## config.mk

```make
export PLATFORM = sky130hd
export DESIGN_NAME = zx_paging_top
export DESIGN_NICKNAME = d
export VERILOG_FILES = /design/src/common/zx_bus_pkg.sv /design/src/common/zx_mem_pkg.sv /design/src/bus/apb_io_bridge.sv /design/src/paging/paging_regs.sv /design/src/paging/mem_mapper.sv /design/src/rtl/ula_port.sv /design/src/rtl/zx_paging_top.sv
export SDC_FILE = /design/constraint.sdc
export NUM_CORES = 1
export LEC_CHECK = 0
export BUFFER_PORTS_ARGS = -buffer_cell sky130_fd_sc_hd__buf_4
export CAP_MARGIN = 20
export CORE_ASPECT_RATIO = 1.75
export CORE_MARGIN = 2
export CORE_UTILIZATION = 51
export CTS_BUF_LIST = sky130_fd_sc_hd__clkbuf_4
export CTS_CLUSTER_SIZE = 28
export DETAILED_ROUTE_END_ITERATION = 6
export HOLD_SLACK_MARGIN = 0.12
export PLACE_DENSITY = 0.87
export SYNTH_ARGS = -nofsm -noshare
export SYNTH_HDL_FRONTEND = slang
export SYNTH_SLANG_ARGS = --single-unit
```

## constraint.sdc

```tcl
create_clock -name clk_sys -period 2.5 [get_ports clk_sys]
set_input_delay 0.375 -clock clk_sys [delete_from_list [all_inputs] [get_ports clk_sys]]
set_output_delay 0.375 -clock clk_sys [all_outputs]
set_load 0.05 [all_outputs]
```

## src/common/zx_bus_pkg.sv

```systemverilog
// ======================================================================
// Types and constants of the CPU I/O side
// Port decode follows the partial decoding of the real machines, so
// several addresses alias onto one port
// ======================================================================

package zx_bus_pkg;

	// CPU port address and data byte
	typedef logic [15:0] io_addr_t;
	typedef logic [7:0]  io_data_t;

	// Floating bus value for reads nobody answers
	parameter io_data_t OPEN_BUS = 8'hFF;

	// ULA answers on every even port
	parameter int unsigned ULA_SEL_BIT = 0;

	// 7FFD decode bits
	parameter int unsigned PAGE_A15_BIT = 15;
	parameter int unsigned PAGE_A1_BIT  = 1;
	parameter int unsigned PAGE_A14_BIT = 14;

	// Top nibble of the +3 paging port 1FFD
	parameter logic [3:0] PLUS3_HI_NIBBLE = 4'b0001;

endpackage

```

## src/common/zx_mem_pkg.sv

```systemverilog
// ======================================================================
// Memory map definitions shared by the paging registers and the mapper
// Physical space is 256 KB in 16 KB pages
// The upper half holds ROMs and the lower half holds the eight RAM banks
// ======================================================================

package zx_mem_pkg;

	// Machine model latched while reset is high
	typedef enum logic [1:0] {
		MACHINE_48K   = 2'd0,
		MACHINE_128K  = 2'd1,
		MACHINE_PLUS3 = 2'd2
	} machine_t;

	// 16 KB RAM bank or ROM number
	typedef logic [2:0] bank_t;

	// Bit 17 selects ROM, 16:14 bank, 13:0 offset
	typedef logic [17:0] ram_addr_t;

	// ==================================================================
	// 7FFD register layout
	// ==================================================================
	parameter int unsigned PG_BANK_LSB = 0;
	parameter int unsigned PG_SCREEN   = 3;
	parameter int unsigned PG_ROM      = 4;
	parameter int unsigned PG_LOCK     = 5;

	// ==================================================================
	// 1FFD register layout
	// ==================================================================
	parameter int unsigned P3_SPECIAL = 0;
	// Two bits of all-RAM configuration
	parameter int unsigned P3_CFG_LSB = 1;
	// Also the high ROM bit in normal mode
	parameter int unsigned P3_ROM_HI  = 2;

	// Banks hard wired into slots 1 and 2 in normal mode
	parameter bank_t BANK_SLOT1 = 3'd5;
	parameter bank_t BANK_SLOT2 = 3'd2;

	// 48K BASIC sits in the last ROM page
	parameter bank_t ROM_48K_NUM = 3'd3;

endpackage

```

## src/bus/apb_io_bridge.sv

```systemverilog
// ======================================================================
// APB slave turning each transfer into a single I/O strobe
// Strobe fires in the first access cycle, pready follows one cycle later
// Exactly one wait state per transfer, pslverr never set
// No address decode here, the receivers decode their own ports
// ======================================================================
`timescale 1ns/1ns

module apb_io_bridge
	import zx_bus_pkg::*;
(
	input  logic     clk_sys,
	input  logic     reset,
	input  logic     psel,
	input  logic     penable,
	input  logic     pwrite,
	input  io_addr_t paddr,
	input  io_data_t pwdata,
	output logic     pready,
	output io_data_t prdata,
	output logic     pslverr,
	output logic     io_wr,
	output logic     io_rd,
	output io_addr_t io_addr,
	output io_data_t io_wdata,
	input  io_data_t io_rdata,
	input  logic     io_rhit
);

	// Set from setup until pready, so one transfer gives one strobe
	logic xfer_busy;
	logic setup_phase;

	assign setup_phase = psel & ~penable & ~xfer_busy;

	always_ff @(posedge clk_sys) begin
		if (reset) begin
			xfer_busy <= 1'b0;
			io_wr     <= 1'b0;
			io_rd     <= 1'b0;
			pready    <= 1'b0;
		end else begin
			io_wr  <= setup_phase & pwrite;
			io_rd  <= setup_phase & ~pwrite;
			// Wait state is the first access cycle
			pready <= psel & penable & xfer_busy & ~pready;
			if (setup_phase) begin
				xfer_busy <= 1'b1;
			end else if (pready) begin
				xfer_busy <= 1'b0;
			end
		end
	end

	// Payload registers
	always_ff @(posedge clk_sys) begin
		if (setup_phase) begin
			io_addr  <= paddr;
			io_wdata <= pwdata;
		end
		// Read data sampled while the strobe is out
		if (io_rd) begin
			prdata <= io_rhit ? io_rdata : OPEN_BUS;
		end
	end

	// Every port access is legal on a Spectrum
	assign pslverr = 1'b0;

endmodule

```

## src/paging/paging_regs.sv

```systemverilog
// ======================================================================
// 128K and +3 paging registers with lock bit and machine latch
// Machine model follows the machine input only while reset is high
// Lock bit clears on reset only, writes are dropped on a 48K machine
// On a 128K machine A14 is not decoded, so 1FFD aliases onto 7FFD
// ======================================================================
`timescale 1ns/1ns

module paging_regs
	import zx_bus_pkg::*;
	import zx_mem_pkg::*;
(
	input  logic     clk_sys,
	input  logic     reset,
	input  machine_t machine,
	input  logic     io_wr,
	input  logic     io_rd,
	input  io_addr_t io_addr,
	input  io_data_t io_wdata,
	output io_data_t io_rdata,
	output logic     io_rhit,
	output io_data_t page_7ffd,
	output io_data_t page_1ffd,
	output machine_t cur_machine,
	output logic     screen_shadow
);

	logic is_plus3;
	logic is_48k;
	logic sel_7ffd;
	logic sel_1ffd;
	logic page_disable;

	assign is_plus3 = (cur_machine == MACHINE_PLUS3);
	assign is_48k   = (cur_machine == MACHINE_48K);

	// ==================================================================
	// Port decode
	// ==================================================================
	assign sel_7ffd = ~io_addr[PAGE_A15_BIT] & ~io_addr[PAGE_A1_BIT] &
		(io_addr[PAGE_A14_BIT] | ~is_plus3);
	assign sel_1ffd = (io_addr[PAGE_A15_BIT -: 4] == PLUS3_HI_NIBBLE) &
		~io_addr[PAGE_A1_BIT] & is_plus3;

	assign page_disable = page_7ffd[PG_LOCK] | is_48k;

	// Model sampled on each reset cycle
	always_ff @(posedge clk_sys) begin
		if (reset) begin
			cur_machine <= machine;
		end
	end

	always_ff @(posedge clk_sys) begin
		if (reset) begin
			page_7ffd <= '0;
			page_1ffd <= '0;
		end else if (io_wr && !page_disable) begin
			if (sel_7ffd) begin
				page_7ffd <= io_wdata;
			end else if (sel_1ffd) begin
				page_1ffd <= io_wdata;
			end
		end
	end

	// Readback ignores the lock
	assign io_rhit  = io_rd & (sel_7ffd | sel_1ffd);
	assign io_rdata = sel_1ffd ? page_1ffd : page_7ffd;

	// Second screen lives in bank 7
	assign screen_shadow = page_7ffd[PG_SCREEN];

endmodule

```

## src/paging/mem_mapper.sv

```systemverilog
// ======================================================================
// CPU memory request to physical RAM/ROM address, one cycle latency
// Accepts a request every cycle, results stream back to back
// Writes into the ROM region come out with ram_we low
// ======================================================================
`timescale 1ns/1ns

module mem_mapper
	import zx_bus_pkg::*;
	import zx_mem_pkg::*;
(
	input  logic        clk_sys,
	input  logic        reset,
	input  logic        mem_valid,
	input  logic [15:0] mem_addr,
	input  logic        mem_wr,
	input  io_data_t    page_7ffd,
	input  io_data_t    page_1ffd,
	input  machine_t    cur_machine,
	output logic        ram_valid,
	output ram_addr_t   ram_addr,
	output logic        ram_we
);

	logic [1:0] slot;
	logic       special;
	logic       rom_sel;
	bank_t      rom_num;
	bank_t      bank;

	assign slot    = mem_addr[15:14];
	assign special = (cur_machine == MACHINE_PLUS3) & page_1ffd[P3_SPECIAL];

	always_comb begin
		case (cur_machine)
			MACHINE_48K:  rom_num = ROM_48K_NUM;
			MACHINE_128K: rom_num = {2'b00, page_7ffd[PG_ROM]};
			default:      rom_num = {1'b0, page_1ffd[P3_ROM_HI], page_7ffd[PG_ROM]};
		endcase
	end

	// ==================================================================
	// Slot to bank
	// ==================================================================
	always_comb begin
		rom_sel = 1'b0;
		if (special) begin
			// All-RAM configurations of the +3
			case (page_1ffd[P3_CFG_LSB +: 2])
				2'd0:    bank = {1'b0, slot};
				2'd1:    bank = {1'b1, slot};
				2'd2:    bank = (slot == 2'd3) ? 3'd3 : {1'b1, slot};
				default: bank = (slot == 2'd3) ? 3'd3 :
					(slot == 2'd1) ? 3'd7 : {1'b1, slot};
			endcase
		end else begin
			case (slot)
				2'd0: begin
					rom_sel = 1'b1;
					bank    = rom_num;
				end
				2'd1:    bank = BANK_SLOT1;
				2'd2:    bank = BANK_SLOT2;
				default: bank = (cur_machine == MACHINE_48K) ? 3'd0 :
					page_7ffd[PG_BANK_LSB +: 3];
			endcase
		end
	end

	always_ff @(posedge clk_sys) begin
		if (reset) begin
			ram_valid <= 1'b0;
			ram_we    <= 1'b0;
		end else begin
			ram_valid <= mem_valid;
			ram_we    <= mem_valid & mem_wr & ~rom_sel;
		end
	end

	// Region bit, bank and offset of the request
	always_ff @(posedge clk_sys) begin
		ram_addr <= {rom_sel, bank, mem_addr[13:0]};
	end

endmodule

```

## src/rtl/ula_port.sv

```systemverilog
// ======================================================================
// ULA output port FE, decoded on A0 low only
// Border, MIC and EAR hold their value until the next write
// ======================================================================
`timescale 1ns/1ns

module ula_port
	import zx_bus_pkg::*;
(
	input  logic       clk_sys,
	input  logic       reset,
	input  logic       io_wr,
	input  io_addr_t   io_addr,
	input  io_data_t   io_wdata,
	output logic [2:0] border,
	output logic       ear,
	output logic       mic
);

	always_ff @(posedge clk_sys) begin
		if (reset) begin
			border <= 3'd0;
			ear    <= 1'b0;
			mic    <= 1'b0;
		end else if (io_wr && !io_addr[ULA_SEL_BIT]) begin
			border <= io_wdata[2:0];
			mic    <= io_wdata[3];
			ear    <= io_wdata[4];
		end
	end

endmodule

```

## src/rtl/zx_paging_top.sv

```systemverilog
// ======================================================================
// Spectrum paging subsystem
// CPU I/O cycles arrive over APB, memory requests on a separate port
// Machine model is taken while reset is high
// ======================================================================
`timescale 1ns/1ns

module zx_paging_top
	import zx_bus_pkg::*;
	import zx_mem_pkg::*;
(
	input  logic        clk_sys,
	input  logic        reset,
	input  machine_t    machine,
	input  logic        psel,
	input  logic        penable,
	input  logic        pwrite,
	input  io_addr_t    paddr,
	input  io_data_t    pwdata,
	output logic        pready,
	output io_data_t    prdata,
	output logic        pslverr,
	input  logic        mem_valid,
	input  logic [15:0] mem_addr,
	input  logic        mem_wr,
	output logic        ram_valid,
	output ram_addr_t   ram_addr,
	output logic        ram_we,
	output logic [2:0]  border,
	output logic        ear,
	output logic        mic,
	output logic        screen_shadow
);

	// I/O strobe bus
	logic     io_wr;
	logic     io_rd;
	io_addr_t io_addr;
	io_data_t io_wdata;
	io_data_t io_rdata;
	logic     io_rhit;

	// Paging state
	io_data_t page_7ffd;
	io_data_t page_1ffd;
	machine_t cur_machine;

	apb_io_bridge apb_io_bridge_i (
		.clk_sys  (clk_sys),
		.reset    (reset),
		.psel     (psel),
		.penable  (penable),
		.pwrite   (pwrite),
		.paddr    (paddr),
		.pwdata   (pwdata),
		.pready   (pready),
		.prdata   (prdata),
		.pslverr  (pslverr),
		.io_wr    (io_wr),
		.io_rd    (io_rd),
		.io_addr  (io_addr),
		.io_wdata (io_wdata),
		.io_rdata (io_rdata),
		.io_rhit  (io_rhit)
	);

	paging_regs paging_regs_i (
		.clk_sys       (clk_sys),
		.reset         (reset),
		.machine       (machine),
		.io_wr         (io_wr),
		.io_rd         (io_rd),
		.io_addr       (io_addr),
		.io_wdata      (io_wdata),
		.io_rdata      (io_rdata),
		.io_rhit       (io_rhit),
		.page_7ffd     (page_7ffd),
		.page_1ffd     (page_1ffd),
		.cur_machine   (cur_machine),
		.screen_shadow (screen_shadow)
	);

	ula_port ula_port_i (
		.clk_sys  (clk_sys),
		.reset    (reset),
		.io_wr    (io_wr),
		.io_addr  (io_addr),
		.io_wdata (io_wdata),
		.border   (border),
		.ear      (ear),
		.mic      (mic)
	);

	mem_mapper mem_mapper_i (
		.clk_sys     (clk_sys),
		.reset       (reset),
		.mem_valid   (mem_valid),
		.mem_addr    (mem_addr),
		.mem_wr      (mem_wr),
		.page_7ffd   (page_7ffd),
		.page_1ffd   (page_1ffd),
		.cur_machine (cur_machine),
		.ram_valid   (ram_valid),
		.ram_addr    (ram_addr),
		.ram_we      (ram_we)
	);

endmodule

```

======== Word-level counts from Yosys, hierarchy flattened ========
Index checks and enable logic that the tools add are counted.
W data, S select, Z words.
word-level totals
  word-level logic and storage cells ...... 74
  input bits .............................. 49
  flip-flop bits (word level) ............. 79
  output and inout port bits .............. 36
cells by class
  mux-type cells .......................... 13
  reduce and logical (&&, ||, !) cells .... 10
  bitwise logic cells ..................... 27
  eq/ne operators ......................... 8
operators with widths
  operator              number
  $pmux W3 S3           2
  $and A1 B1 Y1         15
  $mux W3               4
  $not A1 Y1            9
  $eq A2 B2 Y1 const B  4
  $mux W8               1
  $eq A2 B1 Y1 const B  3
  $logic_not A2 Y1      3
  $eq A4 B1 Y1 const B  1
  $mux W1               4
  $pmux W2 S2           1
  $or A1 B1 Y1          3
  $reduce_and A3 Y1     1
  $logic_and A1 B1 Y1   2
  $logic_not A1 Y1      2
  $mux W2               1
  $reduce_and A2 Y1     1
  $reduce_bool A2 Y1    1

======== Depth between registers and ports, before layout ========
Gate-level depths: netlist (run 1).
  word-level depth ........................ 6
  mapped depth ............................ 5
  gate-level depth less buffers ........... 3

======== By module ========
Synthesis (run 1) repeated with hierarchy kept, for this count alone.
second synthesis, totals
  cells, all modules ...................... 205
  area total of the unflattened synthesis .. 2879.0 um^2
modules (own cells, without submodules)
  module         seq. area each (um^2)  cells each  instances  area each (um^2)
  apb_io_bridge  1041.0                 54          1          1157.4
  paging_regs    380.4                  83          1          912.1
  mem_mapper     400.4                  47          1          583.1
  ula_port       100.1                  21          1          226.5

======== Least setup slack after synthesis (run 1) ========
OpenSTA, ideal clock, no wires.
  path type ............................... register to register
  from .................................... reg paging_regs_i.cur_machine[0]
  to ...................................... reg paging_regs_i.page_1ffd[0]
  data required time ...................... 2.428 ns
  library setup time ...................... 0.072 ns
  cell stages (with the launch flop) ...... 6
  path buffers ............................ 2
  path slack .............................. 0.680 ns
  arrival ................................. 1.748 ns
  period minus slack after synthesis ...... 1.820 ns
  cell sequence ........................... edfxtp_1 buf_6 or3b_1 buf_6 nor4_4 mux2i_1
on the way
  word-level cells in the longest chain between the ends .. 6
  elaborated cells on any way between the ends .. 11
  classes of those cells .................. 1 x eq/ne; 6 x bitwise; 4 x reduce/logical
ends and longest elaborated chain
  item                                    line               text
  from (decl)                             paging_regs.sv:24  output machine_t cur_machine,
  from (signal assigned)                  paging_regs.sv:50  cur_machine <= machine;
  $eq A2 B2 Y1                            paging_regs.sv:34  assign is_plus3 = (cur_machine == MACHINE_PLUS3);
  $not A1 Y1                              paging_regs.sv:41  (io_addr[PAGE_A14_BIT] | ~is_plus3);
  $or A1 B1 Y1                            paging_regs.sv:41
  $and A1 B1 Y1                           paging_regs.sv:40  assign sel_7ffd = ~io_addr[PAGE_A15_BIT] & ~io_addr[PAGE_A1_BIT] &
  $not A1 Y1 (no source line)             n/a
  $reduce_and A3 Y1 (no source line) (*)  n/a
  to (signal assigned)                    paging_regs.sv:62  page_1ffd <= io_wdata;
  to (decl)                               paging_regs.sv:23  output io_data_t page_1ffd,
Every way passes the cells marked *; elsewhere a longest branch is shown, timed or not.
A chain may end at the register's enable or synchronous reset.

======== Worst setup path after layout (run 1) ========
  from .................................... reg paging_regs_i.cur_machine[1]
  to ...................................... reg paging_regs_i.page_1ffd[7]
The elaborated chain is that of the path after synthesis.

==> results_dict.tcl, run 1 <==
set metrics [dict create \
    worst_slack_ps 453 \
    postCtsSetupBuffers 0 \
    power_mw 2.21 \
    p_int_mw 1.62 \
    routed-via-count 1883 \
    rsz0062_at_grt "no" \
    placementRows 33 \
    drt_iter0_markers 46 \
    seq_power_share_pct 55.2 \
    drc 0 \
    synth_enable_flop_cells 24 \
    grt_overflow 0 \
    fmax_mhz 488 \
    syn_avg_cell_area_um2 12.3 \
    hold_viol 0 \
    tightest_slew_ps 580 \
    relSlewSlack_pct 61.2 \
    viasPerCell 5.25 \
    cts_root_buffer "clkbuf_4" \
    cts_resized 0 \
    clock-sinks 69 \
    dieWidth_um 56.7 \
    cts_buffer_depth 2 \
    io_pins 85 \
    hold_class "primary input to flop" \
    finClkSkew_ps 11.0 \
    layout_min_cycle_time_ps 2050 \
    nets 351 \
    path_class "flop to flop" \
    min-delay-start "paddr[0]" \
    crit_path_end_kind "flop" \
    cp.arrival_ps 2390 \
    clockPowerShare_pct 32.9 \
    syn2layout_area_growth_pct 39.1 \
    dp_slack_ps 527 \
    drt_wl_total_um 5770 \
    routedWlPerCell_um 16.1 \
    grt_first_pass_wirelength_um 8710 \
    synth-seq-cells 69 \
    start_kind "flop" \
    die-area_mm2 0.00545 \
    status "completed" \
    clk_latency_ps 410 \
    place.detailed.hpwl_um 3220 \
    grt_max_degree 37 \
    grt_usage_pct 21.9 \
    grt_pass1_vias 1976 \
    gp_congestion 0.812 \
    finalMaxSlewViolations 0 \
    setup_violations 0 \
    powerDensity_mw_per_mm2 641 \
    layout-drive-gt1-share_pct 30.6 \
    crit_chain "or3b_1 -> nor4_4 -> buf_4 -> mux2i_1" \
    period_share_pct 81.9 \
    ir_drop_uv 596 \
    fillers 298 \
    cp_slowest_cell "edfxtp_1" \
    cts_buffers 9 \
    worstPathMaxFanout 10 \
    p_leak_nw 1.47 \
    ys_types 32 \
    path_clk_slew_ps 120 \
    place.port_buffers 73 \
    crit_start "paging_regs_i.cur_machine[1]" \
    start_util_pct 53.0 \
    crit_path_max_incr_delay_ps 560 \
    core_mm2 0.00467 \
    swShare_pct 26.4 \
    synthFlopType "dfxtp_1" \
    syn-cell-area_mm2 0.00247 \
    p_comb_share_pct 11.9 \
    power_switching_mw 0.583 \
    async_flop_share_pct 0 \
    critical_path_required_ps 2840 \
    die-height_um 96.2 \
    cts_tree "done" \
    syn_nets 250 \
    drv_cap 0 \
    synth_cells 201 \
    firstDrtPassIters 5 \
    whs_ps 146 \
    ys_seq_area_share_pct 65.5 \
    antennaDiodeCount 0 \
    setup_tns_ps 0 \
    detail-route-antenna-nets 0 \
    cts_htree_levels 3 \
    r2r-start "paging_regs_i.cur_machine[1]" \
    yosys_warnings 0 \
    grt_antenna_before_repair 0 \
]
[metal layers]
metal	vias to the layer above	track usage, %	routed length, µm
li1	909	-	-
met1	879	19.4	1900
met5	-	0	0
met4	0	13.7	229
met2	74	41.6	3320
met3	21	6.99	319
[cells by family after synthesis]
group | count (synthesis) | share of synthesized area [%]
AO/OA/AOI/OAI | 21 | 4.80
flip-flops | 69 | 65.5
multiplexers | 20 | 8.09
buffers and inverters | 15 | 3.29
other | 1 | 0.152
AND/OR/NAND/NOR | 75 | 18.2
[power by group through the flow]
stage	sequential (mW)	clock, mW	combinational (mW)
6_report	1.22	0.726	0.263
5_1_grt	1.22	0.783	0.278
4_1_cts	1.21	0.726	0.250
3_5_place_dp	1.24	0	0.223
3_3_place_gp	1.24	0	0.219
2_1_floorplan	1.31	0	0.0626
[through the flow]
step | utilization (%) | area [µm²] | std cells
final | 73.8 | 3440 | 359
after floorplan | - | 2470 | 201
after detailed placement | 65.0 | 3030 | 316
after global placement | 65.0 | 3030 | 316
after CTS | 72.5 | 3380 | 353
after global routing | 73.8 | 3440 | 359
[critical path, delay by kind of cell (launching register included)]
family,cells,cell delay (ps)
muxes,1,180
buffers and inverters,1,250
DFF,1,560
and+or+nand+nor,2,980
[cell usage in the layout, fill, tap and decap left out, types with 2 or more instances in the layout]
cell           synthesis  final
dlygate4sd3_1          0     27
a21oi_1                4      4
inv_1                  3      3
and3b_1                2      2
inv_4                  0      2
nor2_1                 9      9
nor3_1                20     20
buf_4                  2     75
clkbuf_4               0      9
nand2b_1              28     28
edfxtp_1              24     24
nand2_1                4      4
mux2i_1               20     20
dfxtp_1               45     45
o21ai_0               12     12
nor2b_1                2      2
[area by class of cell]
| class | count | area, µm² | area share (%) |
|---|---|---|---|
| timing repair buffer | 102 | 833 | 24.2 |
| clock inverter | 7 | 72.6 | 2.11 |
| sequential | 69 | 1620 | 47.1 |
| tap | 52 | 65.1 | 1.89 |
| inverter | 3 | 11.3 | 0.327 |
| multi-input combinational | 117 | 772 | 22.4 |
| clock buffer | 9 | 67.6 | 1.96 |
[cells in the mapped netlist (2+ instances only)]
cell type / number / share of area [%]
dfxtp_1: 45 / 36
nand2b_1: 28 / 7.1
edfxtp_1: 24 / 29
mux2i_1: 20 / 8.1
nor3_1: 20 / 4.0
o21ai_0: 12 / 2.4
nor2_1: 9 / 1.4
clkbuf_1: 6 / 0.91
a21oi_1: 4 / 0.81
nand2_1: 4 / 0.61
inv_1: 3 / 0.45
and3b_1: 2 / 0.71
buf_2: 2 / 0.40
buf_4: 2 / 0.61
buf_6: 2 / 0.91
nor2b_1: 2 / 0.51
[sequential cells by signal (all words and copies together), names as in the netlist]
signal	count
mem_mapper_i.ram_addr	18
apb_io_bridge_i.io_wdata	8
apb_io_bridge_i.prdata	8
paging_regs_i.page_1ffd	8
paging_regs_i.page_7ffd	8
apb_io_bridge_i.io_addr	6
ula_port_i.border	3
paging_regs_i.cur_machine	2
apb_io_bridge_i.io_rd	1
apb_io_bridge_i.io_wr	1
apb_io_bridge_i.pready	1
apb_io_bridge_i.xfer_busy	1
mem_mapper_i.ram_valid	1
mem_mapper_i.ram_we	1
ula_port_i.ear	1
ula_port_i.mic	1
[repair_timing]
item	CTS	global route
hold buffers	21	6
hold endpoints to repair	21	6
setup endpoints to repair	0	0
[path summary, 6_finish.rpt]
kind / cells after the start / to / slack (ps)
worst max-delay path: 4 / paging_regs_i.page_1ffd[7] / 450
worst min-delay path: 1 / apb_io_bridge_i.io_addr[0] / 150
worst max register to register: 4 / paging_regs_i.page_1ffd[7] / 450
worst min register to register: 2 / paging_regs_i.page_1ffd[5] / 490
No activity file was read; power rests on OpenSTA's default activity.
==> run 2: changes to the inputs <==
- CORE_UTILIZATION: 51 -> 46
- PLACE_DENSITY: 0.87 -> 0.83
- clock period: 2.5 -> 1.65 ns (I/O delays scaled with it)
==> results_dict.tcl, run 2 (synthesis gave the netlist of run 1 again) <==
set metrics [dict create \
    relSlewSlack_pct 64.5 \
    start_kind "flop" \
    p_leak_nw 1.57 \
    status "finished, violations left" \
    place.port_buffers 73 \
    cts_root_buffer "clkbuf_4" \
    power_mw 3.65 \
    grt_first_pass_wirelength_um 9660 \
    grt_pass1_vias 2110 \
    finalMaxSlewViolations 0 \
    violations "setup timing" \
    grt_use_met2_pct 40.7 \
    period_share_pct 101 \
    met1_usage_pct 21.0 \
    setup_tns_ps -55.6 \
    cp.arrival_ps 2010 \
    place.detailed.hpwl_um 3530 \
    dieWidth_um 59.4 \
    grt_max_degree 37 \
    nets 368 \
    fmax_mhz 601 \
    whs_ps 176 \
    clk_latency_ps 420 \
    fin_util_pct 70.8 \
    detail-route-antenna-nets 0 \
    hold_viol 0 \
    postCtsSetupBuffers 0 \
    layout-drive-gt1-share_pct 32.7 \
    firstDrtPassIters 4 \
    drt_iter0_markers 28 \
    core_mm2 0.00521 \
    cts_buffers 9 \
    grt_antenna_before_repair 0 \
    syn2layout_area_growth_pct 49.0 \
    grt_overflow 0 \
    clock-sinks 69 \
    io_pins 85 \
    die-area_mm2 0.00601 \
    drv_cap 0 \
    worstPathMaxFanout 9 \
    final_common_cell "buf_4" \
    tightest_slew_ps 532 \
    cts_htree_levels 3 \
    gp_congestion 0.810 \
    setup_violations 6 \
    finClkSkew_ps 26.7 \
    worst_slack_ps -15.0 \
    rsz0062_at_grt "yes" \
    gr-usage-met3_pct 6.16 \
    largest_reg_flops 18 \
    layout_min_cycle_time_ps 1670 \
    busiest_layer "met2" \
    drc 0 \
    dp.cells 326 \
    r2r_cells 4 \
    cts_tree "done" \
    path_class "flop to flop" \
    routed-via-count 1928 \
    hold_class "primary input to flop" \
    cts_buffer_depth 2 \
    crit_path_end_kind "flop" \
    whs_path_depth 3 \
    path_clk_slew_ps 130 \
    die-height_um 101 \
    viasPerCell 5.09 \
    antennaDiodeCount 0 \
    drt_wl_total_um 5950 \
    critical_path_required_ps 1990 \
    final_cell_mix "buf_4, dfxtp_1, dlygate4sd3_1" \
    powerDensity_mw_per_mm2 990 \
    grt_usage_pct 22.2 \
    ir_drop_uv 697 \
    start_util_pct 47.5 \
    routedWlPerCell_um 15.7 \
    placementRows 35 \
    layout.cells.non_filler 379 \
    top_register "mem_mapper_i.ram_addr" \
]
run 2: changes by cell type in the layout (fill, tap and decap cells not counted), moves of 2 or more:
cell           before  now
bufinv_16           1    3
buf_4              75   79
inv_4               2    0
nor3_1             20   16
o21ai_0            12    4
buf_6               0    2
dlygate4sd3_1      27   37
nor3_2              0    4
o21ai_1             0    8
run 2: path summary, 6_finish.rpt:
kind,startpoint,to,slack (ps)
hold / removal,psel,apb_io_bridge_i.io_rd,180
setup / recovery,paging_regs_i.cur_machine[0],paging_regs_i.page_1ffd[5],-20
setup reg to reg,paging_regs_i.cur_machine[0],paging_regs_i.page_1ffd[5],-20
hold reg to reg,paging_regs_i.page_1ffd[4],paging_regs_i.page_1ffd[4],480
run 2: power breakdown:
| part | internal, mW | total (mW) | switching (mW) |
|---|---|---|---|
| combinational | 0.205 | 0.439 | 0.235 |
| sequential | 1.82 | 1.84 | 0.0253 |
| clock | 0.759 | 1.37 | 0.613 |
run 2: timing repair:
action / CTS / global route
resized for setup: 3 / 13
endpoints found under the hold margin: 39 / 0
pin swaps: 1 / 3
hold buffers: 37 / 0
setup endpoints to repair: 16 / 24
run 2: layout make-up:
type,instances,area [µm²]
fillers,346,1520
well taps,55,68.8
clock buffers,9,67.6
repair buffers,119,1010
inverters,3,11.3
clock inverters,7,114
multi-input cells,117,798
flip-flops and latches,69,1620
run 2: metrics by stage:
step | setup WS [ps] | instance area, µm²
2_1_floorplan | -166 | 2480
6_report | -15.0 | 3690
3_5_place_dp | -45.3 | 3100
5_1_grt | -104 | 3690
3_3_place_gp | 5.77 | 3100
4_1_cts | -1.17 | 3660
run 2: critical path: stages, from the launching register on:
cell	delay, ps
edfxtp_1	430
or3b_4	500
nor4_4	270
buf_4	210
mux2i_1	180
run 2: layer usage:
metal	vias up	routed length (µm)
li1	934	-
met1	924	2000
met2	55	3560
met3	15	222
met4	0	171
met5	-	0
==> run 3: changes to the inputs <==
--- a/config.mk
+++ b/config.mk
@@ -11,4 +11,3 @@
 export CORE_MARGIN = 2
-export CORE_UTILIZATION = 46
-export CTS_BUF_LIST = sky130_fd_sc_hd__clkbuf_4
+export CORE_UTILIZATION = 44
 export CTS_CLUSTER_SIZE = 28
@@ -16,3 +15,3 @@
 export HOLD_SLACK_MARGIN = 0.12
-export PLACE_DENSITY = 0.83
+export PLACE_DENSITY = 0.8
 export SYNTH_ARGS = -nofsm -noshare
==> constraint.sdc (replaced) <==
create_clock -name clk_sys -period 1.65 [get_ports clk_sys]
set_input_delay 0.165 -clock clk_sys [delete_from_list [all_inputs] [get_ports clk_sys]]
set_output_delay 0.165 -clock clk_sys [all_outputs]
set_load 0.05 [all_outputs]
==> results_dict.tcl, run 3 (synthesis gave the netlist of run 1 again) <==
set metrics [dict create \
    start_util_pct 45.0 \
    violations "setup timing" \
    fmax_mhz 590 \
    cp_slowest_cell "or4b_4" \
    drv_cap 0 \
    routedWlPerCell_um 14.4 \
    grt_max_degree 37 \
    grt_overflow 0 \
    detail-route-antenna-nets 0 \
    firstDrtPassIters 4 \
    drt_iter0_markers 43 \
    tightest_slew_ps 561 \
    place.port_buffers 73 \
    rr_endpoint "apb_io_bridge_i.prdata[6]" \
    final_cell_mix "buf_4, dfxtp_1, dlygate4sd3_1" \
    final_common_cell "buf_4" \
    layout_min_cycle_time_ps 1700 \
    cp_top_family "simple AND/OR/NAND/NOR gates" \
    design_area_mm2 0.00378 \
    status "finished, violations left" \
    whs_path_depth 3 \
    finClkSkew_ps 5.46 \
    clock-sinks 69 \
    r2r-start "apb_io_bridge_i.io_addr[15]" \
    syn2layout_area_growth_pct 52.6 \
    ir_drop_uv 705 \
    post_dp_cell_area_mm2 0.00314 \
    hold_viol 0 \
    crit_path_end_kind "flop" \
    nets 371 \
    cts_buffers 9 \
    rrSetupSlack_ps -50 \
    cts_htree_levels 3 \
    worstPathMaxFanout 8 \
    hold_class "primary input to flop" \
    grt_usage_pct 19.7 \
    cts_root_buffer "clkbuf_8" \
    whs_endpoint "apb_io_bridge_i.io_rd" \
    min-delay-start "psel" \
    routed-via-count 1939 \
    core_mm2 0.00550 \
    dieWidth_um 60.7 \
    clk_latency_ps 340 \
    crit_path_max_incr_delay_ps 590 \
    relSlewSlack_pct 62.6 \
    worst_slack_ps -46.1 \
    path_class "flop to flop" \
    path_clk_slew_ps 70 \
    powerDensity_mw_per_mm2 966 \
    die-area_mm2 0.00626 \
    viasPerCell 4.82 \
    period_share_pct 103 \
    grt_pass1_vias 1943 \
    place.detailed.hpwl_um 3500 \
    fin_util_pct 68.7 \
    finalMaxSlewViolations 0 \
    drt_wl_total_um 5790 \
    placementRows 36 \
    layout-drive-gt1-share_pct 34.0 \
    largest_reg_flops 18 \
    crit_chain "or4b_4 -> buf_6 -> nor3_1 -> o21ai_1" \
    io_pins 85 \
    drc 0 \
    critical_path_required_ps 1710 \
    grt_antenna_before_repair 0 \
    layout.cells.non_filler 402 \
    r2r_cells 4 \
    top_register "mem_mapper_i.ram_addr" \
    crit_buf_inv 1 \
    rsz0062_at_grt "yes" \
    grt_first_pass_wirelength_um 8890 \
    p_leak_nw 1.60 \
    cp.arrival_ps 1760 \
    cts_tree "done" \
    die-height_um 103 \
    antennaDiodeCount 0 \
    dp.cells 347 \
    cts_buffer_depth 2 \
    gp_congestion 0.785 \
    setup_violations 5 \
    start_kind "flop" \
]
run 3: changes by cell type in the layout (fill, tap and decap cells not counted), sizes merged:
cell	before	now
bufinv	3	1
clkinvlp	2	1
clkbuf	9	11
buf	82	85
run 3: how the worst max path moves through the flow:
stage	cells past startpoint	from	slack (ps)	to
after floorplan	4	apb_io_bridge_i.io_addr[15]	-170	paging_regs_i.page_1ffd[0]
after global placement	4	apb_io_bridge_i.io_addr[15]	10	apb_io_bridge_i.prdata[3]
after detailed placement	4	apb_io_bridge_i.io_addr[15]	-40	paging_regs_i.page_1ffd[5]
after CTS	4	apb_io_bridge_i.io_addr[13]	-3	paging_regs_i.page_1ffd[5]
after global routing	4	paging_regs_i.cur_machine[1]	-100	apb_io_bridge_i.prdata[6]
final	4	apb_io_bridge_i.io_addr[15]	-50	apb_io_bridge_i.prdata[6]
run 3: power by group:
group | leakage [nW] | internal (mW) | switching (mW) | total (mW)
Clock | 0.101 | 0.766 | 0.595 | 1.36
Sequential | 0.603 | 1.82 | 0.0243 | 1.84
Combinational | 0.898 | 0.210 | 0.236 | 0.446
run 3: repair_timing:
item                                   4_1_cts  5_1_grt
pin swaps                                    0        3
hold buffers                                37        0
setup buffers                                0        3
gates resized for setup                      1       15
setup endpoints to repair                   16       17
endpoints found under the hold margin       39        0
run 3: final cells by class:
class / count / area [µm²]
Multi-Input combinational cell: 117 / 812
Clock inverter: 4 / 47.5
Tap cell: 76 / 95.1
Fill cell: 405 / 1720
Timing Repair Buffer: 122 / 1040
Clock buffer: 11 / 151
Inverter: 3 / 11.3
Sequential cell: 69 / 1620
run 3: worst min-delay path, cell delays in order:
cell,delay (ps)
buf_4,110
nand2_1,100
nor3_1,60
run 3: stage by stage:
step,setup WS (ps),power (mW),hold slack (ps),setup TNS (ps)
after floorplan,-166,2.08,193,-1330
after global placement,11.2,2.23,270,0
after detailed placement,-36.1,2.24,271,-196
after CTS,-3.31,3.65,124,-3.31
after global routing,-104,3.77,170,-687
final,-46.1,3.65,150,-99.4
run 3: routing by layer:
| layer | up-vias | routed length, µm | GRT usage (%) |
|---|---|---|---|
| met2 | 61 | 3410 | 36.8 |
| li1 | 937 | - | - |
| met5 | - | 0 | 0 |
| met4 | 0 | 178 | 11.4 |
| met1 | 930 | 2010 | 18.9 |
| met3 | 11 | 197 | 4.10 |
